--- src/verilog/cpuPkg.sv ---
package cpuPkg;

    // Datapath widths
    localparam int XLEN       = 32;  // Data and address width
    localparam int REG_ADDR_W = 5;   // Register index
    localparam int ALU_OP_W   = 3;   // ALU operation code

    // Major opcodes of the supported subset
    localparam logic [6:0] OP_RTYPE  = 7'b0110011;  // add sub and or slt
    localparam logic [6:0] OP_ITYPE  = 7'b0010011;  // addi
    localparam logic [6:0] OP_LOAD   = 7'b0000011;  // lw
    localparam logic [6:0] OP_STORE  = 7'b0100011;  // sw
    localparam logic [6:0] OP_BRANCH = 7'b1100011;  // beq

    // R-type funct3 values, sub shares 000 with add and differs in bit 30
    localparam logic [2:0] F3_ADD_SUB = 3'b000;
    localparam logic [2:0] F3_SLT     = 3'b010;
    localparam logic [2:0] F3_OR      = 3'b110;
    localparam logic [2:0] F3_AND     = 3'b111;

    // ALU operation codes
    localparam logic [ALU_OP_W-1:0] ALU_ADD = 3'd0;
    localparam logic [ALU_OP_W-1:0] ALU_SUB = 3'd1;
    localparam logic [ALU_OP_W-1:0] ALU_AND = 3'd2;
    localparam logic [ALU_OP_W-1:0] ALU_OR  = 3'd3;
    localparam logic [ALU_OP_W-1:0] ALU_SLT = 3'd4;  // Signed compare

    // One instruction word seen through each encoding format
    typedef union packed {
        struct packed {
            logic [6:0] funct7;   // Bit 5 is inst[30]
            logic [4:0] rs2;
            logic [4:0] rs1;
            logic [2:0] funct3;
            logic [4:0] rd;
            logic [6:0] opcode;
        } rType;
        struct packed {
            logic [11:0] imm;     // Sign bit at inst[31]
            logic [4:0]  rs1;
            logic [2:0]  funct3;
            logic [4:0]  rd;
            logic [6:0]  opcode;
        } iType;
        struct packed {
            logic [6:0] immHi;    // imm[11:5]
            logic [4:0] rs2;
            logic [4:0] rs1;
            logic [2:0] funct3;
            logic [4:0] immLo;    // imm[4:0]
            logic [6:0] opcode;
        } sType;
        struct packed {
            logic       imm12;
            logic [5:0] imm10To5;
            logic [4:0] rs2;
            logic [4:0] rs1;
            logic [2:0] funct3;
            logic [3:0] imm4To1;
            logic       imm11;    // Sits where rd[0] would be
            logic [6:0] opcode;
        } bType;
    } instWord_u;

endpackage

--- src/verilog/decodeUnit.sv ---
`timescale 1ns/10ps

module decodeUnit import cpuPkg::*; (
    input  logic                  rstN,
    input  instWord_u             inst,
    output logic [REG_ADDR_W-1:0] rs1,
    output logic [REG_ADDR_W-1:0] rs2,
    output logic [REG_ADDR_W-1:0] rd,
    output logic [XLEN-1:0]       immValue,
    output logic                  aluSrc,     // 1 selects immValue as operand B
    output logic [ALU_OP_W-1:0]   aluOp,
    output logic                  memWrite,
    output logic                  memToReg,   // 1 writes back loaded data
    output logic                  regWrite,
    output logic                  branch
);

    logic [XLEN-1:0] immI;        // addi and lw
    logic [XLEN-1:0] immS;        // sw
    logic [XLEN-1:0] immB;        // beq, already a byte offset
    logic            regWriteDec; // Before reset gating
    logic            memWriteDec;

    // Register fields sit in the same place in every format
    assign rs1 = inst.rType.rs1;
    assign rs2 = inst.rType.rs2;
    assign rd  = inst.rType.rd;

    // Sign extension per format
    assign immI = {{(XLEN-12){inst.iType.imm[11]}}, inst.iType.imm};
    assign immS = {{(XLEN-12){inst.sType.immHi[6]}}, inst.sType.immHi, inst.sType.immLo};
    assign immB = {{(XLEN-13){inst.bType.imm12}}, inst.bType.imm12, inst.bType.imm11,
                   inst.bType.imm10To5, inst.bType.imm4To1, 1'b0};  // Scaled by 2

    always_comb begin
        // No-op unless the opcode says otherwise
        immValue    = '0;
        aluSrc      = 1'b0;
        aluOp       = ALU_ADD;
        memToReg    = 1'b0;
        branch      = 1'b0;
        regWriteDec = 1'b0;
        memWriteDec = 1'b0;
        case (inst.rType.opcode)
            OP_RTYPE: begin
                regWriteDec = 1'b1;
                case (inst.rType.funct3)
                    F3_ADD_SUB: aluOp = inst.rType.funct7[5] ? ALU_SUB : ALU_ADD;  // inst[30]
                    F3_SLT:     aluOp = ALU_SLT;
                    F3_OR:      aluOp = ALU_OR;
                    F3_AND:     aluOp = ALU_AND;
                    default:    regWriteDec = 1'b0;  // Shifts, xor etc. not supported
                endcase
            end
            OP_ITYPE: begin  // addi
                immValue    = immI;
                aluSrc      = 1'b1;
                regWriteDec = 1'b1;
            end
            OP_LOAD: begin  // lw, address = rs1 + imm
                immValue    = immI;
                aluSrc      = 1'b1;
                memToReg    = 1'b1;
                regWriteDec = 1'b1;
            end
            OP_STORE: begin  // sw
                immValue    = immS;
                aluSrc      = 1'b1;
                memWriteDec = 1'b1;
            end
            OP_BRANCH: begin  // beq, equality through the zero flag
                immValue = immB;
                aluOp    = ALU_SUB;
                branch   = 1'b1;
            end
            default: ;  // Unknown opcode, pc just advances
        endcase
    end

    // Reset blocks both write strobes
    assign regWrite = rstN & regWriteDec;
    assign memWrite = rstN & memWriteDec;

endmodule

--- config.mk ---
export PLATFORM = sky130hd
export DESIGN_NAME = decodeUnit
export DESIGN_NICKNAME = d
export VERILOG_FILES = /design/src/verilog/cpuPkg.sv /design/src/verilog/decodeUnit.sv
export SDC_FILE = /design/constraint.sdc
export NUM_CORES = 1
export LEC_CHECK = 0
export ABC_AREA = 1
export BUFFER_PORTS_ARGS = -buffer_cell sky130_fd_sc_hd__clkbuf_2
export CAP_MARGIN = 20
export CORE_UTILIZATION = 31
export DETAILED_ROUTE_END_ITERATION = 10
export GPL_ROUTABILITY_DRIVEN = 0
export PLACE_DENSITY = 0.9
export SLEW_MARGIN = 20
export SYNTH_ARGS = -nofsm -noshare
export SYNTH_HDL_FRONTEND = slang
export SYNTH_SLANG_ARGS = --single-unit
--- constraint.sdc ---
create_clock -name vclk -period 3.03
set_clock_uncertainty 0.1 [all_clocks]
set_input_delay 0.606 -clock vclk [all_inputs]
set_output_delay 0.606 -clock vclk [all_outputs]
set_load 0.02 [all_outputs]
==> results.toml, run 1 <==
[sta]
maxSlewHeadroom = 0.819
min_period_ns = 2.41
hold_viol = 0
drv_slew = 0
worst_slew_pin_slew_ns = 0.271
setup_viol = 0
fmax_mhz = 414
rsz0062_at_grt = "no"
finalCritPeriodShare = 0.796
setup_tns_ns = 0

[detailed_routing]
route.antenna.remaining_nets = 0
drcViolationCount = 0
routed_via_density = 3.98
drt_iter0_drc = 6
wl_per_cell_um = 7.36
wl_um = 1280
drt_first_pass_iters = 4
vias = 693

[power_and_ir_drop]
pwr-share-seq = 0
p_total_uw = 67.5
switching_share = 0.613
p_switching_uw = 41.4
pwr-share-comb = 1.000
power_frac_clock = 0
ir_drop_uv = 33.4
powerDensity_nw_per_um2 = 90.2
internal_power_uw = 26.2
power_leakage_uw = 0.000546

[synthesis]
synth_mux_area_frac = 0
synth_top_family_by_area = "buffers and inverters"
syn_inst = 104
synth_compound_area_frac = 0.0784
syn_avg_cell_area_um2 = 5.52
ys_warn_count = 0
synth-xor-area-share = 0
seq_area_frac_synth = 0
synthSimpleGateAreaFrac = 0.353
syn_nets = 137
synthesis.area_um2 = 574
ys_types = 17
synth_fa_ha_area_frac = 0

[final_layout]
clock_buffers = 0
nFillCells = 204
n_antenna_cell = 0
syn_to_final_growth_pct = 30.3
multi_input_area_um2 = 248
utilization = 0.433
seq_cell_count = 0
fin_area_um2 = 748
drive_gt1_frac = 0.604
nNetsFinal = 184
seq_area_um2 = 0

[worst_setup_path]
crit_required_ns = 2.32
startpoint_type = "input port"
critPathMaxFanout = 20
endpoint_kind = "output port"
worstPathArrival_ns = 1.71
path_class = "input port to output port"

[place]
hpwl_um = 1180
io_buffers = 78
placed_cell_area_um2 = 748

[cts]
cts_resized = 0
cts_hold_buf = 0
cts_setup_buffers = 0

[grt]
antenna_found_initial = 0
overflow = 0
grt_pass1_wl_um = 1700
grt_usage = 0.107
grt_max_degree = 21
grt_pass1_vias = 427

[floorplanning]
core_um2 = 1730
start_util = 0.333
num_rows = 15
die_w_um = 45.0
ioPinCount = 88
dieHeight_um = 45.0
dieArea_um2 = 2030

[job]
cap_violations = 0

[hold_path]
worstHoldPathType = "input port to output port"
worstHoldStart = "inst[19]"
whs_path_depth = 0
hold_end = "rs1[4]"

[outcome]
status = "completed"
==> worst max path at each step <==
stage | cells after the start | startpoint | slack, ns | endpoint
after floorplan | 6 | inst[3] | 0.1 | immValue[13]
final | 8 | inst[3] | 0.62 | immValue[13]
after detailed placement | 8 | inst[3] | 0.61 | immValue[13]
after global routing | 8 | inst[3] | 0.51 | immValue[24]
after CTS | 8 | inst[3] | 0.61 | immValue[13]
after global placement | 8 | inst[3] | 0.64 | immValue[12]
==> cells by family (layout without fill, tap and decap cells) <==
| logic type | Yosys count | count (layout) |
|---|---|---|
| buffers and inverters | 53 | 98 |
| and+or+nand+nor | 44 | 44 |
| AOI/OAI and AO/OA | 7 | 7 |
==> synth_stat cells <==
cell type,n,area [um^2]
buf_4,34,255
nand2_1,16,60.1
inv_1,15,56.3
nor2_1,12,45.0
nand3_1,8,40.0
inv_2,4,15.0
nand2_2,2,12.5
nor2_4,2,22.5
nor3_1,2,10.0
o21ai_1,2,10.0
a21boi_0,1,7.51
a21oi_1,1,5.00
a21oi_2,1,8.76
nand4_1,1,6.26
nor2_2,1,6.26
o21ai_0,1,5.00
o21ai_2,1,8.76
==> cell type report <==
| class | count | share of cell area |
|---|---|---|
| repair buffers | 79 | 0.532 |
| well taps | 25 | 0.0418 |
| inverters | 19 | 0.0953 |
| multi-input cells | 51 | 0.331 |
==> worst max-delay path: stages <==
cell	delay [ns]
clkbuf_2	0.08
nor2_1	0.12
nand2_2	0.13
inv_2	0.15
o21ai_2	0.12
nor2_1	0.10
buf_4	0.20
clkbuf_2	0.19
==> power by group through the flow <==
stage	Sequential [uW]	Combinational, uW	Clock, uW
2_1_floorplan	0	55.8	0
3_3_place_gp	0	66.9	0
3_5_place_dp	0	67.7	0
4_1_cts	0	67.9	0
5_1_grt	0	74.7	0
6_report	0	67.5	0
==> layer usage <==
layer	vias to the layer above	track usage	routed length, um
li1	370	-	-
met1	276	0.135	507
met2	45	0.203	615
met3	2	0	154
met4	0	0.0242	2
met5	-	0	0
==> through the flow <==
stage	hold slack, ns	instances	worst slack [ns]
after floorplan	1.19	104	0.0956
after global placement	1.11	174	0.641
after detailed placement	1.11	174	0.614
after CTS	1.11	174	0.611
after global routing	1.11	174	0.507
final	1.11	174	0.617
==> cell usage in the layout (no fill, tap or decap) <==
cell type | synthesis | final
a21oi_1 | 1 | 1
nor2_2 | 1 | 1
inv_1 | 15 | 15
nor2_1 | 12 | 12
a21oi_2 | 1 | 1
nand4_1 | 1 | 1
nand2_1 | 16 | 16
nand3_1 | 8 | 8
a21boi_0 | 1 | 1
clkbuf_2 | 0 | 78
inv_2 | 4 | 4
o21ai_0 | 1 | 1
nor3_1 | 2 | 2
buf_4 | 34 | 1
o21ai_1 | 2 | 2
nand2_2 | 2 | 2
o21ai_2 | 1 | 1
nor2_4 | 2 | 2
Note: power is estimated with default switching activity, not from simulation.
==> run 2: changes to the inputs <==
==> constraint.sdc (replaced) <==
create_clock -name vclk -period 2.42
set_clock_uncertainty 0.1 [all_clocks]
set_input_delay 0.484 -clock vclk [all_inputs]
set_output_delay 0.484 -clock vclk [all_outputs]
set_load 0.02 [all_outputs]
==> run 2 against run 1 <==
Die area unchanged. Via count up 2.2%. Sequential share of layout area unchanged. Wire length down 0.70%. Critical path depth unchanged. Largest cell class unchanged. Largest power group unchanged.
==> results.toml, run 2 (same netlist as run 1, synthesis figures left out) <==
[worst_setup_path]
endpoint_kind = "output port"
startpoint_type = "input port"
path_class = "input port to output port"
worstPathArrival_ns = 1.57
critPathMaxFanout = 20
crit_required_ns = 1.84

[sta]
fmax_mhz = 465
setup_viol = 0
min_period_ns = 2.15
maxSlewHeadroom = 0.804
rsz0062_at_grt = "no"
worst_slew_pin_slew_ns = 0.294
drv_slew = 0
setup_tns_ns = 0
hold_viol = 0
finalCritPeriodShare = 0.889

[power_and_ir_drop]
power_leakage_uw = 0.000546
powerDensity_nw_per_um2 = 112
p_total_uw = 84.2
ir_drop_uv = 40.8

[final_layout]
seq_cell_count = 0
nNetsFinal = 184
clock_buffers = 0
drive_gt1_frac = 0.611
n_antenna_cell = 0
syn_to_final_growth_pct = 30.7
final_common_cell = "clkbuf_2"
final_cell_mix = "clkbuf_2, nand2_1, inv_1"
utilization = 0.435
nFillCells = 199
seq_area_um2 = 0

[job]
cap_violations = 0

[hold_path]
whs_path_depth = 0
worstHoldPathType = "input port to output port"

[detailed_routing]
wl_per_cell_um = 7.30
wl_um = 1270
drt_first_pass_iters = 2
drt_iter0_drc = 6
routed_via_density = 4.07
drcViolationCount = 0
vias = 708
route.antenna.remaining_nets = 0

[grt]
grt_usage = 0.112
grt_pass1_vias = 482
grt_pass1_wl_um = 1830
antenna_found_initial = 0
grt_max_degree = 21
overflow = 0

[cts]
cts_hold_buf = 0
cts_resized = 0
cts_setup_buffers = 0

[floorplanning]
start_util = 0.333
ioPinCount = 88
core_um2 = 1730
dieHeight_um = 45.0
dieArea_um2 = 2030
die_w_um = 45.0
num_rows = 15

[outcome]
status = "completed"

[place]
hpwl_um = 1210
io_buffers = 78
==> run 2: worst paths after layout <==
path,startpoint,to,slack (ns)
worst max-delay path,inst[3],immValue[20],0.27
worst min-delay path,inst[16],rs1[1],0.87
==> run 2: final cells by class <==
cell class / instances / area (um^2) / share of cell area
repair buffers: 79 / 398 / 0.530
inverters: 19 / 71.3 / 0.0950
multi-input cells: 51 / 250 / 0.333
well taps: 25 / 31.3 / 0.0417
==> run 2: per-stage QoR <==
step                hold WS (ns)  area (um^2)  std cells  worst slack (ns)
floorplan                  0.948          577        104            0.0708
global placement           0.868          751        174             0.282
detailed placement         0.868          751        174             0.254
CTS                        0.868          751        174             0.250
global route               0.868          751        174            0.0858
finish                     0.868          751        174             0.268
==> run 2: worst max-delay path, stage by stage <==
cell and delay (ns):
clkbuf_2 0.08, nor2_1 0.12, nand2_2 0.13, inv_2 0.14, o21ai_2 0.12, nor2_2 0.09, buf_4 0.20, clkbuf_2 0.20
==> run 2: report_power, final <==
part,internal (uW),switching (uW)
registers,0,0
clock network,0,0
logic,32.8,51.4
==> run 2: layer usage <==
metal  up-vias  global-route usage  part of all wire
met4         0              0.0121            0.0016
met1       289               0.137              0.38
met5         -                   0                 0
met3         2             0.00800              0.12
li1        374                   -                 -
met2        43               0.214              0.50
==> run 3: changes to the inputs <==
--- a/config.mk
+++ b/config.mk
@@ -12,6 +12,7 @@
 export DETAILED_ROUTE_END_ITERATION = 10
 export GPL_ROUTABILITY_DRIVEN = 0
 export PLACE_DENSITY = 0.9
+export REMOVE_ABC_BUFFERS = 1
 export SLEW_MARGIN = 20
 export SYNTH_ARGS = -nofsm -noshare
 export SYNTH_HDL_FRONTEND = slang
==> run 3 against run 2 <==
Via count decreased by 0.85%. Sequential share of layout area did not move. Core utilization down 0.14 points. Critical endpoint is now immValue[19]. Global-route usage up 0.50 points. Wire length increased by 5.8%. Die area stayed put. Cell count unchanged. Hold slack hardly changed. Cell area shrank 0.33%. Sequential cell count is the same. Largest power group unchanged.
==> results.toml, run 3 (same netlist as run 1, synthesis figures left out) <==
[grt]
grt_max_degree = 21
grt_use_met2 = 0.212
met1_usage = 0.152
grt_pass1_wl_um = 1880
overflow = 0
antenna_found_initial = 0
grt_usage = 0.117
grt-busiest-layer = "met2"
grt_pass1_vias = 466
gr-usage-met3 = 0.0200

[detailed_routing]
wl_um = 1350
route.antenna.remaining_nets = 0
drcViolationCount = 0
vias = 702
routed_via_density = 4.03
wl_per_cell_um = 7.73
drt_iter0_drc = 4
drt_first_pass_iters = 3

[sta]
setup_viol = 0
fmax_mhz = 461
maxSlewHeadroom = 0.801
finalCritPeriodShare = 0.896
setup_tns_ns = 0
worst_slack_ns = 0.251
rsz0062_at_grt = "no"
drv_slew = 0
min_period_ns = 2.17
worst_slew_pin_slew_ns = 0.298
hold_viol = 0

[power_and_ir_drop]
powerDensity_nw_per_um2 = 112
ir_drop_uv = 41.1
p_total_uw = 84.1
power_leakage_uw = 0.000546

[floorplanning]
core_um2 = 1730
num_rows = 15
dieArea_um2 = 2030
ioPinCount = 88
die_w_um = 45.0
dieHeight_um = 45.0
start_util = 0.333

[place]
hpwl_um = 1270
placed_cell_area_um2 = 748
io_buffers = 78
pre_cts_ws_ns = 0.239

[worst_setup_path]
worstPathArrival_ns = 1.59
crit_required_ns = 1.84
path_class = "input port to output port"
critPathMaxFanout = 20
endpoint_kind = "output port"
startpoint_type = "input port"

[hold_path]
worstHoldPathType = "input port to output port"

[final_layout]
clock_buffers = 0
final_cell_mix = "clkbuf_2, nand2_1, inv_1"
drive_gt1_frac = 0.604
final_common_cell = "clkbuf_2"
n_antenna_cell = 0
fin_area_um2 = 748
seq_cell_count = 0
nNetsFinal = 184
syn_to_final_growth_pct = 30.3
seq_area_um2 = 0
nFillCells = 211

[outcome]
status = "completed"

[cts]
cts_setup_buffers = 0
cts_hold_buf = 0
cts_resized = 0

[job]
cap_violations = 0
## run 3: cell counts in the layout (fill, tap and decap cells not counted)
Identical to the previous run, type by type.
## run 3: report_power, final
part           switching, uW  total (uW)  internal [uW]
Sequential                 0           0              0
Clock                      0           0              0
Combinational           51.3        84.1           32.8
Total                   51.3        84.1           32.8
## run 3: cell type report
cell class | instances | area [um^2] | area share
multi-input combinational | 51 | 248 | 0.331
inverter | 19 | 71.3 | 0.0953
timing repair buffer | 79 | 398 | 0.532
tap | 25 | 31.3 | 0.0418
## run 3: critical path, stage by stage
cell,delay (ns)
clkbuf_2,0.08
nor2_1,0.11
nand2_2,0.13
inv_2,0.14
o21ai_2,0.12
nor2_1,0.10
buf_4,0.21
clkbuf_2,0.20
## run 3: worst paths after layout
path	startpoint	to	slack (ns)	cells after the start
min	inst[16]	rs1[1]	0.87	0
max	inst[3]	immValue[19]	0.25	8
## run 3: per-stage QoR
step	instances	hold WS, ns	utilization
floorplan	70	0.868	-
global placement	174	0.868	0.433
detailed placement	174	0.868	0.433
CTS	174	0.868	0.433
global route	174	0.868	0.433
finish	174	0.868	0.433
## run 3: per-layer routing
metal	wire [um]	vias up
li1	-	372
met1	530	280
met2	663	50
met3	152	0
met4	0	0
met5	0	-
