<file path="src/verilog/cpuPkg.sv">
package cpuPkg;

    // Datapath widths
    localparam int XLEN       = 32;  // Data and address width
    localparam int REG_ADDR_W = 5;   // Register index
    localparam int ALU_OP_W   = 3;   // ALU operation code

    // Major opcodes of the supported subset
    localparam logic [6:0] OP_RTYPE  = 7'b0110011;  // add sub and or slt
    localparam logic [6:0] OP_ITYPE  = 7'b0010011;  // addi
    localparam logic [6:0] OP_LOAD   = 7'b0000011;  // lw
    localparam logic [6:0] OP_STORE  = 7'b0100011;  // sw
    localparam logic [6:0] OP_BRANCH = 7'b1100011;  // beq

    // R-type funct3 values, sub shares 000 with add and differs in bit 30
    localparam logic [2:0] F3_ADD_SUB = 3'b000;
    localparam logic [2:0] F3_SLT     = 3'b010;
    localparam logic [2:0] F3_OR      = 3'b110;
    localparam logic [2:0] F3_AND     = 3'b111;

    // ALU operation codes
    localparam logic [ALU_OP_W-1:0] ALU_ADD = 3'd0;
    localparam logic [ALU_OP_W-1:0] ALU_SUB = 3'd1;
    localparam logic [ALU_OP_W-1:0] ALU_AND = 3'd2;
    localparam logic [ALU_OP_W-1:0] ALU_OR  = 3'd3;
    localparam logic [ALU_OP_W-1:0] ALU_SLT = 3'd4;  // Signed compare

    // One instruction word seen through each encoding format
    typedef union packed {
        struct packed {
            logic [6:0] funct7;   // Bit 5 is inst[30]
            logic [4:0] rs2;
            logic [4:0] rs1;
            logic [2:0] funct3;
            logic [4:0] rd;
            logic [6:0] opcode;
        } rType;
        struct packed {
            logic [11:0] imm;     // Sign bit at inst[31]
            logic [4:0]  rs1;
            logic [2:0]  funct3;
            logic [4:0]  rd;
            logic [6:0]  opcode;
        } iType;
        struct packed {
            logic [6:0] immHi;    // imm[11:5]
            logic [4:0] rs2;
            logic [4:0] rs1;
            logic [2:0] funct3;
            logic [4:0] immLo;    // imm[4:0]
            logic [6:0] opcode;
        } sType;
        struct packed {
            logic       imm12;
            logic [5:0] imm10To5;
            logic [4:0] rs2;
            logic [4:0] rs1;
            logic [2:0] funct3;
            logic [3:0] imm4To1;
            logic       imm11;    // Sits where rd[0] would be
            logic [6:0] opcode;
        } bType;
    } instWord_u;

endpackage

</file>
<file path="src/verilog/alu.sv">
`timescale 1ns/10ps

module alu import cpuPkg::*; (
    input  logic [XLEN-1:0]     operandA,   // rs1
    input  logic [XLEN-1:0]     operandB,   // rs2 or immediate
    input  logic [ALU_OP_W-1:0] aluOp,
    output logic [XLEN-1:0]     aluResult,
    output logic                zero
);

    logic lessThan;  // Signed a < b

    assign lessThan = $signed(operandA) < $signed(operandB);

    always_comb begin
        case (aluOp)
            ALU_ADD: aluResult = operandA + operandB;
            ALU_SUB: aluResult = operandA - operandB;
            ALU_AND: aluResult = operandA & operandB;
            ALU_OR:  aluResult = operandA | operandB;
            ALU_SLT: aluResult = {{(XLEN-1){1'b0}}, lessThan};
            default: aluResult = '0;
        endcase
    end

    // beq relies on this after a subtract
    assign zero = (aluResult == '0);

    // Only the decoder drives aluOp, and it never leaves the defined set
    always_comb begin
        aluOpKnown: assert (aluOp inside {ALU_ADD, ALU_SUB, ALU_AND, ALU_OR, ALU_SLT})
            else $error("undefined ALU operation %0d", aluOp);
    end

endmodule

</file>
<file path="config.mk">
export PLATFORM = sky130hd
export DESIGN_NAME = alu
export DESIGN_NICKNAME = d
export VERILOG_FILES = /design/src/verilog/cpuPkg.sv /design/src/verilog/alu.sv
export SDC_FILE = /design/constraint.sdc
export NUM_CORES = 1
export LEC_CHECK = 0
export ABC_CLOCK_PERIOD_IN_PS = 5400
export BUFFER_PORTS_ARGS = -buffer_cell sky130_fd_sc_hd__buf_2
export CORE_MARGIN = 10
export CORE_UTILIZATION = 60
export DETAILED_ROUTE_END_ITERATION = 16
export GPL_ROUTABILITY_DRIVEN = 0
export PLACE_DENSITY = 0.91
export SYNTH_ARGS = -nofsm -noshare
export SYNTH_HDL_FRONTEND = slang
export SYNTH_SLANG_ARGS = --single-unit
</file>
<file path="constraint.sdc">
create_clock -name vclk -period 5.4
set_input_delay 0.27 -clock vclk [all_inputs]
set_output_delay 0.27 -clock vclk [all_outputs]
set_load 0.02 [all_outputs]
</file>
==> summary.md, run 1 <==
| Metric | Value |
|---|---|
| Crit-path slowest cell | `a211oi_1` |
| Required time of the critical path | `5.13 ns` |
| Post-synthesis sequential area ratio | `0%` |
| Vias per std cell | `~6.9` |
| Worst-path cell chain | `buf_2, ha_1, fa_1, a211oi_1, o21ai_1, a41o_1, a221oi_1, xnor2_1, a211oi_1, nand4_1, nor4_1, nand4_1, and4bb_1, buf_2` |
| Share of layout cells above drive strength 1 | `14.0%` |
| Total negative slack | `0 ns` |
| Hpwl dp | `14.8 mm` |
| Maximum clock rate | `230 MHz` |
| Area Growth Syn to Fin | `8.58%` |
| Crit path largest cell delay | `between 0.4 and 0.5 ns` |
| CP Class | `in -> out` |
| Global-route usage over all layers | `~26%` |
| Clkbuf count | `0` |
| Port Buffer Count | `100` |
| Post-synthesis cell area | `5560 um^2` |
| Post-Route WL | `around 19 mm` |
| Cell Pwr Density | `113 nW/um^2` |
| CP Launch Type | `primary input` |
| Effective utilization at floorplan | `about three fifths` |
| Setup crit end kind | `output port` |
| Largest cells by area after synthesis | `ha_1 24%, inv_1 6.3%, a21oi_1 6.2%` |
| Vias in the first global route | `6,227` |
| Largest net degree at the start of global routing | `39` |
| Cells after Synth | `around 830` |
| Worst Hold Class | `in -> out` |
| Routed len/inst | `roughly 19 um` |
| Final setup viols | `0` |
| Status | `finished, final reports clean` |
| WHS Path Cells | `3` |
| Post-cts sizing count | `0` |
| Layout Nets | `1,064` |
| FF/Latch Area | `0 um^2` |
| RSZ-0062 raised after global routing | `false` |
| Die Span Y | `116 um` |
| Synth warnings | `0` |
| Setup bufs post-CTS | `0` |
| Cell taking the most area after synthesis | `ha_1` |
| Lkg Pwr | `2.97 nW` |
| GRT overflow | `0` |
| Final sequential cell count | `0` |
| Relative slew slack | `41.6%` |
| Syn nets | `slightly above 1k` |
| Core area | `9110 um^2` |
| Final worst path period need | `4.36 ns` |
| Final hold violation count | `0` |
| CP top delay family | `compound AO/OA/AOI/OAI gates` |
| Syn_area_per_cell | `roughly 6.7 um^2` |
| Final Max Slew Viols | `0` |
| Iter 0 DRT Violations | `around 1.1k` |
| Worst Max-Slew Pin Slew | `0.875 ns` |
| Drt first pass iters | `6` |
| Die width | `116 um` |
| WP buf/inv | `2` |
| Hold_buf cts | `0` |
| FP Rows | `35` |
| First-pass GRT wire length | `between 20 and 30 mm` |
| Period Utilization, post-route | `80.7%` |
| Peak supply drop | `0.0000696 V` |
| Detail Route Antenna Nets | `0` |
| Detailed-route via count | `6,899` |
| Post-layout util | `around two thirds` |
| Initial antenna violation count | `0` |
| Die ar. | `13,500 um^2` |
| Synth cell types | `77` |
| CP Data Arrival Time | `~4.1 ns` |
| Post-synth top area share | `23.6%` |
| Max Cap Viol | `0` |
| Critical-path maximum fanout | `6` |
| FILL cells | `838` |
| Logic depth of the worst path, buffers included | `14` |
| Antenna Cells | `0` |
| I/O Pins | `100` |
| DRC | `0` |
==> per-stage QoR <==
stage | hold slack, ns | area [um^2] | cells | power (mW) | setup WS [ns]
after floorplan | 0.899 | 5560 | 832 | 0.475 | 1.81
after global placement | 0.983 | 6030 | 999 | 0.646 | 1.30
after detailed placement | 1.03 | 6030 | 999 | 0.657 | 1.25
after CTS | 1.03 | 6030 | 999 | 0.661 | 1.23
after global routing | 1.07 | 6030 | 999 | 0.739 | 0.844
final | 1.06 | 6030 | 999 | 0.684 | 1.04
==> per-layer routing <==
layer,track usage [%],part of all wire [%],vias to the layer above
met1,32.6,38,3046
met4,11.5,5.3,0
li1,-,-,3177
met2,42.1,44,551
met3,4.37,12,125
met5,0,0,-
==> cell usage after synthesis, types with 6 or more instances <==
cell / number
nor2b_1: 15
nand3_1: 15
nand2b_1: 11
a31oi_1: 11
nand2_1: 57
o21ai_0: 30
inv_1: 93
a21oi_1: 69
o21ai_1: 6
a2111oi_0: 7
or3_1: 14
o211ai_1: 18
a21o_1: 14
clkbuf_1: 34
nor3_1: 27
o21a_1: 10
nand4_1: 12
buf_2: 10
a221o_1: 6
o31ai_1: 11
a211oi_1: 13
mux2i_1: 10
o22ai_1: 8
xnor2_1: 12
o21bai_1: 7
and3_1: 7
nor2_1: 70
ha_1: 105
nor4_1: 16
a211o_1: 6
==> power by group <==
group          leakage (nW)  switching, mW  internal, mW
sequential                0              0             0
clock                     0              0             0
combinational          2.97          0.440         0.244
==> cells in the final DEF, fill, tap and decap left out, types with 13 or more instances in the layout <==
| cell | count |
|---|---|
| nor3_1 | 27 |
| a211oi_1 | 13 |
| nor4_1 | 16 |
| o211ai_1 | 18 |
| a21oi_1 | 69 |
| ha_1 | 105 |
| inv_1 | 93 |
| nor2b_1 | 15 |
| or3_1 | 14 |
| o21ai_0 | 30 |
| nor2_1 | 70 |
| buf_2 | 100 |
| nand3_1 | 15 |
| a21o_1 | 14 |
| nand2_1 | 57 |
==> layout make-up <==
| class | count | area, um^2 | share of cell area, % |
|---|---|---|---|
| inverter | 96 | 360 | 5.97 |
| multi-input combinational | 688 | 5000 | 82.9 |
| tap | 111 | 139 | 2.30 |
| timing repair buffer | 104 | 531 | 8.79 |
==> final timing paths <==
| path | endpoint | slack [ns] | from |
|---|---|---|---|
| max | zero | 1.04 | operandA[0] |
| min | aluResult[1] | 1.06 | aluOp[2] |
==> cell families (layout without fill, tap and decap cells) <==
kind of cell | count (synthesis) | in the layout | share of synthesized area [%]
AO/OA/AOI/OAI | 285 | 285 | 36.9
AND/OR/NAND/NOR | 272 | 272 | 24.8
buffers and inverters | 144 | 200 | 9.95
adder cells (fa/ha/maj) | 107 | 107 | 24.4
XOR/XNOR | 14 | 14 | 2.21
multiplexers | 10 | 10 | 1.80
Note: power is estimated with default switching activity, not from simulation.
==> inputs of run 2 (changes only) <==
- ABC_AREA: unset -> 1
- ABC_CLOCK_PERIOD_IN_PS: 5400 -> 4100
- PLACE_DENSITY: 0.91 -> 0.89
- clock period: 5.4 -> 4.1 ns (I/O delays scaled with it)
==> run 2 against run 1 <==
  * Synthesized area grew 23%
  * First-iteration DRC count grew 19%
  * Critical path depth grew 4
  * Sequential share of layout area is the same
  * Flip-flop and latch count is the same
  * Hold slack lost 0.18 ns
  * Total power grew 45%
==> summary.md, run 2 <==
| Metric | Value |
|---|---|
| Die width | `127 um (was 116 um)` |
| Cell taking the most area after synthesis | `nand2_1 (was ha_1)` |
| Drt first pass iters | `7 (was 6)` |
| Routed len/inst | `14.2 um (was 18.7 um)` |
| Worst Hold Class | `in -> out (unchanged)` |
| WHS Path Cells | `5 (was 3)` |
| Initial antenna violation count | `0 (unchanged)` |
| Post-Route WL | `22.1 mm (was 18.7 mm)` |
| Critical Path End | `zero (unchanged)` |
| Final hold violation count | `0 (unchanged)` |
| GRT overflow | `0 (unchanged)` |
| Post-synthesis cell area | `6820 um^2 (was 5560 um^2)` |
| Max Cap Viol | `0 (unchanged)` |
| Post-layout util | `66.2% (was 66.3%)` |
| Hold_buf cts | `0 (unchanged)` |
| Area Growth Syn to Fin | `6.68% (was 8.58%)` |
| Design Power | `0.990 mW (was 0.684 mW)` |
| Crit path largest cell delay | `0.48 ns (was 0.47 ns)` |
| Most common cell after layout, fill and taps aside | `nand2_1 (was ha_1)` |
| Status | `finished, final reports clean (unchanged)` |
| Hpwl dp | `18.8 mm (was 14.8 mm)` |
| RSZ-0062 raised after global routing | `false (unchanged)` |
| FP Rows | `38 (was 35)` |
| Placed Area | `7280 um^2 (was 6030 um^2)` |
| Critical-path maximum fanout | `4 (was 6)` |
| Cells after Synth | `1,345 (was 832)` |
| Final setup viols | `0 (unchanged)` |
| Port Buffer Count | `100 (unchanged)` |
| CP Launch Type | `primary input (unchanged)` |
| Maximum clock rate | `between 300 and 400 MHz` |
| Effective utilization at floorplan | `62.1% (was 61.0%)` |
| Die ar. | `16,000 um^2 (was 13,500 um^2)` |
| Largest net degree at the start of global routing | `33 (was 39)` |
| Setup bufs post-CTS | `0 (unchanged)` |
| Launch point of the worst path | `operandB[0] (was operandA[0])` |
| Antenna Cells | `0 (unchanged)` |
| Required time of the critical path | `3.89 ns (was 5.13 ns)` |
| Final sequential cell count | `0 (unchanged)` |
| Fin area | `7280 um^2 (was 6030 um^2)` |
| Post-synthesis sequential area ratio | `0% (unchanged)` |
| Area used by multi-input combinational logic | `5310 um^2 (was 5000 um^2)` |
| Cell Pwr Density | `136 nW/um^2 (was 113 nW/um^2)` |
| Final worst path period need | `3.24 ns` |
| Die Span Y | `127 um (was 116 um)` |
| Peak supply drop | `0.0000670 V (was 0.0000696 V)` |
| Vias in the first global route | `7,644 (was 6,227)` |
| FF/Latch Area | `0 um^2 (unchanged)` |
| Vias per std cell | `5.41 (was 6.91)` |
| Global-route usage over all layers | `25.5% (was 25.8%)` |
| DRC | `0 (unchanged)` |
| I/O Pins | `100 (unchanged)` |
| Setup crit end kind | `output port (unchanged)` |
| Lkg Pwr | `4.88 nW (was 2.97 nW)` |
| Post-Layout Cell Count | `1,555 (was 999)` |
| Detailed-route via count | `8,420 (was 6,899)` |
| FILL cells | `1,123 (was 838)` |
| CP Data Arrival Time | `3.04 ns (was 4.09 ns)` |
| Clkbuf count | `0 (unchanged)` |
| Total negative slack | `0 ns (unchanged)` |
| Most numerous cell in the Yosys netlist | `nand2_1 (was ha_1)` |
| Post-cts sizing count | `0 (unchanged)` |
| Core area | `11,000 um^2 (was 9110 um^2)` |
| Placed Cells | `1,555 (was 999)` |
| Synth cell count leaders | `473 x nand2_1, 327 x inv_1, 105 x ha_1, 104 x nand3_1, 93 x nor2_1 (was 105 x ha_1, 93 x inv_1, 70 x nor2_1, 69 x a21oi_1, 57 x nand2_1)` |
| Synth cell types | `37 (was 77)` |
| Worst-path cell chain | `buf_2, ha_1, fa_1, nand3_1, nand3_1, nand2_1, nand3_1, nand2_1, nand2_1, xor2_1, nand2_1, nand3_1, nor2_1, nand2_1, nor2_2, nand2_1, nor2_2, buf_2 (was buf_2, ha_1, fa_1, a211oi_1, o21ai_1, a41o_1, a221oi_1, xnor2_1, a211oi_1, nand4_1, nor4_1, nand4_1, and4bb_1, buf_2)` |
| Syn_area_per_cell | `5.07 um^2 (was 6.68 um^2)` |
| Top cell by count, worst path | `nand2_1` |
| Syn nets | `1,519 (was 1,006)` |
| Worst Max-Slew Pin Slew | `1.05 ns (was 0.875 ns)` |
| Iter 0 DRT Violations | `1,281 (was 1,075)` |
| Crit-path slowest cell | `fa_1 (was a211oi_1)` |
| Detail Route Antenna Nets | `0 (unchanged)` |
| Relative slew slack | `29.6% (was 41.6%)` |
| Layout Nets | `1,591 (was 1,064)` |
| CP Class | `in -> out (unchanged)` |
| Synth warnings | `0 (unchanged)` |
| Final Max Slew Viols | `0 (unchanged)` |
| Period Utilization, post-route | `about 79%` |
| Hold Path Origin | `aluOp[0] (was aluOp[2])` |
| First-pass GRT wire length | `35.4 mm (was 29.7 mm)` |
| Largest cells by area after synthesis | `nand2_1 26%, ha_1 19%, inv_1 18% (was ha_1 24%, inv_1 6.3%, a21oi_1 6.2%)` |
| Most frequent cells in the layout | `473 x nand2_1, 327 x inv_1, 105 x ha_1, 104 x nand3_1, 100 x buf_2 (was 105 x ha_1, 100 x buf_2, 93 x inv_1, 70 x nor2_1, 69 x a21oi_1)` |
| Share of layout cells above drive strength 1 | `11.7% (was 14.0%)` |
| Post-synth top area share | `26.0% (was 23.6%)` |
run 2: how the worst min path moves through the flow:
stage,endpoint
4_1_cts,aluResult[0]
3_5_place_dp,aluResult[0]
6_report,aluResult[0]
3_3_place_gp,aluResult[0]
2_1_floorplan,aluResult[0]
5_1_grt,aluResult[0]
run 2: final cells by class:
type                            instances  share of cell area, %
Inverter                              338                   17.4
Timing Repair Buffer                  103                   7.19
Multi-Input combinational cell        974                   73.0
Tap cell                              140                   2.41
run 2: logic make-up (layout without fill, tap and decap cells):
family                   after synthesis  count (layout)  synth area share [%]
XOR/XNOR                               3               3                 0.385
adder cells (fa/ha/maj)              107             107                  19.8
buffers and inverters                371             441                  22.2
AO/OA/AOI/OAI                        109             109                  9.23
AND/OR/NAND/NOR                      755             755                  48.4
run 2: metrics by stage:
step / setup slack [ns] / hold slack, ns
detailed placement: 1.03 / 0.884
global route: 0.747 / 0.934
global placement: 1.02 / 0.873
floorplan: 1.61 / 0.624
CTS: 1.02 / 0.885
finish: 0.857 / 0.880
run 2: worst max-delay path: cells and delay by family:
| family | cells | cell delay (ns) |
|---|---|---|
| xor gates and xnor gates | 1 | 0.14 |
| and+or+nand+nor | 13 | 1.63 |
| adders and majority gates | 2 | 0.75 |
| buffers and inverters | 2 | 0.31 |
run 2: where the power goes:
group | total (mW) | internal (mW) | switching [mW] | leakage [nW]
logic | 0.990 | 0.304 | 0.686 | 4.88
clock network | 0 | 0 | 0 | 0
registers | 0 | 0 | 0 | 0
total | 0.990 | 0.304 | 0.686 | 4.88
run 2: layer usage:
| layer | track usage (%) | vias up | part of all wire [%] |
|---|---|---|---|
| met5 | 0 | - | 0 |
| met4 | 6.23 | 0 | 2.7 |
| met3 | 6.79 | 57 | 14 |
| met2 | 40.9 | 529 | 42 |
| met1 | 33.1 | 3640 | 41 |
| li1 | - | 4194 | - |
==> inputs of run 3 (changes only) <==
- ABC_CLOCK_PERIOD_IN_PS: 4100 -> 2850
- CORE_UTILIZATION: 60 -> 56
- PLACE_DENSITY: 0.89 -> 0.88
- clock period: 4.1 -> 2.85 ns (I/O delays scaled with it)
==> run 3 against run 2 <==
  * Combinational power up 52%
  * Worst setup slack worse by 0.74 ns
  * Utilization fell by 2.7 points
  * Via count up 0.93%
  * Die area rose by 6.0%
  * First-iteration DRC count is 17% lower
  * Critical path depth fell by 2
  * Flip-flop and latch count unchanged
  * Largest cell class unchanged
==> summary.md, run 3 (synthesized netlist as in run 2, its figures left out) <==
| Metric | Value |
|---|---|
| Final Max Slew Viols | `0 (unchanged)` |
| Critical-path maximum fanout | `8 (was 4)` |
| I/O Pins | `100 (unchanged)` |
| FP Rows | `40 (was 38)` |
| Cell Pwr Density | `197 nW/um^2 (was 136 nW/um^2)` |
| Final setup viols | `0 (unchanged)` |
| Routed len/inst | `14.3 um (was 14.2 um)` |
| Detail Route Antenna Nets | `0 (unchanged)` |
| Die width | `130 um (was 127 um)` |
| Relative slew slack | `60.5% (was 29.6%)` |
| Required time of the critical path | `2.71 ns (was 3.89 ns)` |
| Final worst path period need | `2.74 ns` |
| Most common cell after layout, fill and taps aside | `nand2_1 (unchanged)` |
| Die Span Y | `130 um (was 127 um)` |
| Max Cap Viol | `0 (unchanged)` |
| FF/Latch Area | `0 um^2 (unchanged)` |
| Detailed-route via count | `8,498 (was 8,420)` |
| Launch point of the worst path | `operandB[9] (was operandB[0])` |
| Crit-path slowest cell | `ha_2 (was fa_1)` |
| P_sw | `1.01 mW (was 0.686 mW)` |
| Int Pwr | `0.490 mW (was 0.304 mW)` |
| First-pass GRT wire length | `35.6 mm (was 35.4 mm)` |
| Hold WS | `0.775 ns (was 0.880 ns)` |
| Largest net degree at the start of global routing | `33 (unchanged)` |
| Worst-path cell chain | `buf_2, inv_1, ha_2, nand2_1, nand2_1, nand2_1, nand3_1, nand3b_1, o21ai_0, nand3b_1, nor2_1, nand2_1, nor2_1, nand2_1, nor2_2, buf_4 (was buf_2, ha_1, fa_1, nand3_1, nand3_1, nand2_1, nand3_1, nand2_1, nand2_1, xor2_1, nand2_1, nand3_1, nor2_1, nand2_1, nor2_2, nand2_1, nor2_2, buf_2)` |
| Vias per std cell | `5.39 (was 5.41)` |
| Crit path largest cell delay | `0.34 ns (was 0.48 ns)` |
| Most frequent cells in the layout | `471 x nand2_1, 326 x inv_1, 99 x nand3_1, 99 x buf_2 (was 473 x nand2_1, 327 x inv_1, 105 x ha_1, 104 x nand3_1, 100 x buf_2)` |
| Antenna Cells | `0 (unchanged)` |
| Final hold violation count | `0 (unchanged)` |
| Final sequential cell count | `0 (unchanged)` |
| Worst Hold Class | `in -> out (unchanged)` |
| Vias in the first global route | `7,748 (was 7,644)` |
| Share of layout cells above drive strength 1 | `15.3% (was 11.7%)` |
| Drt first pass iters | `7 (unchanged)` |
| Clock power share | `0% (about the same)` |
| Initial antenna violation count | `0 (unchanged)` |
| Effective utilization at floorplan | `57.0% (was 62.1%)` |
| Status | `finished, final reports clean (unchanged)` |
| Port Buffer Count | `100 (unchanged)` |
| Period Utilization, post-route | `approximately 96%` |
| Top cell by count, worst path | `nand2_1 (unchanged)` |
| Setup crit end kind | `output port (unchanged)` |
| Die ar. | `17,000 um^2 (was 16,000 um^2)` |
| Global-route usage over all layers | `25.2% (was 25.5%)` |
| Lkg Pwr | `4.96 nW (was 4.88 nW)` |
| Hold Path Origin | `aluOp[0] (unchanged)` |
| Seq pwr share | `0% (about the same)` |
| Area Growth Syn to Fin | `11.4% (was 6.68%)` |
| Post-Route WL | `22.5 mm (was 22.1 mm)` |
| GRT overflow | `0 (unchanged)` |
| CP Launch Type | `primary input (unchanged)` |
| CP Class | `in -> out (unchanged)` |
| Peak supply drop | `0.0000937 V (was 0.0000670 V)` |
| Hpwl dp | `19.0 mm (was 18.8 mm)` |
| Sw Share | `67.3% (was 69.3%)` |
| Worst Max-Slew Pin Slew | `0.592 ns (was 1.05 ns)` |
| DRC | `0 (unchanged)` |
| Maximum clock rate | `366 MHz` |
| Hold EP | `aluResult[0] (unchanged)` |
| WHS Path Cells | `5 (unchanged)` |
| CP Data Arrival Time | `2.59 ns (was 3.04 ns)` |
| Core area | `12,000 um^2 (was 11,000 um^2)` |
| Combinational share of power | `100.0% (about the same)` |
| Iter 0 DRT Violations | `1,069 (was 1,281)` |
| Layout Nets | `1,606 (was 1,591)` |
| Total negative slack | `0 ns (unchanged)` |
| Clkbuf count | `0 (unchanged)` |
run 3: timing repair:
action | CTS | global route
hold buffers | 0 | 0
setup endpoints to repair | 1 | 1
buffers inserted | 0 | 2
pin swaps | 0 | 2
gates cloned | 0 | 0
resized for setup | 1 | 47
run 3: power by group through the flow:
stage	sequential [mW]	clock, mW	combinational (mW)
finish	0	0	1.50
global route	0	0	1.65
CTS	0	0	1.40
detailed placement	0	0	1.39
global placement	0	0	1.36
floorplan	0	0	1.00
run 3: worst max-delay path by stage:
stage	end	slack (ns)	cells past startpoint
after floorplan	zero	0.48	16
after CTS	zero	0.04	20
after global routing	zero	-0.03	20
final	zero	0.11	16
after detailed placement	zero	-0.005	18
after global placement	zero	0.01	18
run 3: stage by stage:
stage          power [mW]  setup slack (ns)  utilization, %  area, um^2  std cells
3_5_place_dp         1.39          -0.00490            61.8        7390       1575
4_1_cts              1.40            0.0408            61.9        7400       1575
6_report             1.50             0.114            63.5        7600       1577
5_1_grt              1.65           -0.0254            63.5        7600       1577
3_3_place_gp         1.36            0.0121            61.8        7390       1575
2_1_floorplan        1.00             0.481               -        6820       1345
run 3: worst max-delay path: cells and delay by family:
| family | cells | cell delay [ns] |
|---|---|---|
| AND/OR/NAND/NOR | 11 | 1.52 |
| AO/OA/AOI/OAI | 1 | 0.25 |
| adder cells (fa/ha/maj) | 1 | 0.34 |
| buffers and inverters | 3 | 0.33 |
run 3: final cells by class:
class	count	area, um^2
Multi-Input combinational cell	974	5500
Inverter	338	1270
Fill cell	1172	4360
Timing Repair Buffer	118	651
Tap cell	147	184
run 3: per-layer routing:
| metal | global-route usage, % | wire, um | vias to the layer above |
|---|---|---|---|
| met5 | 0 | 0 | - |
| met4 | 9.48 | 968 | 0 |
| li1 | - | - | 4219 |
| met1 | 31.9 | 8860 | 3628 |
| met2 | 40.5 | 9460 | 563 |
| met3 | 6.17 | 3250 | 88 |
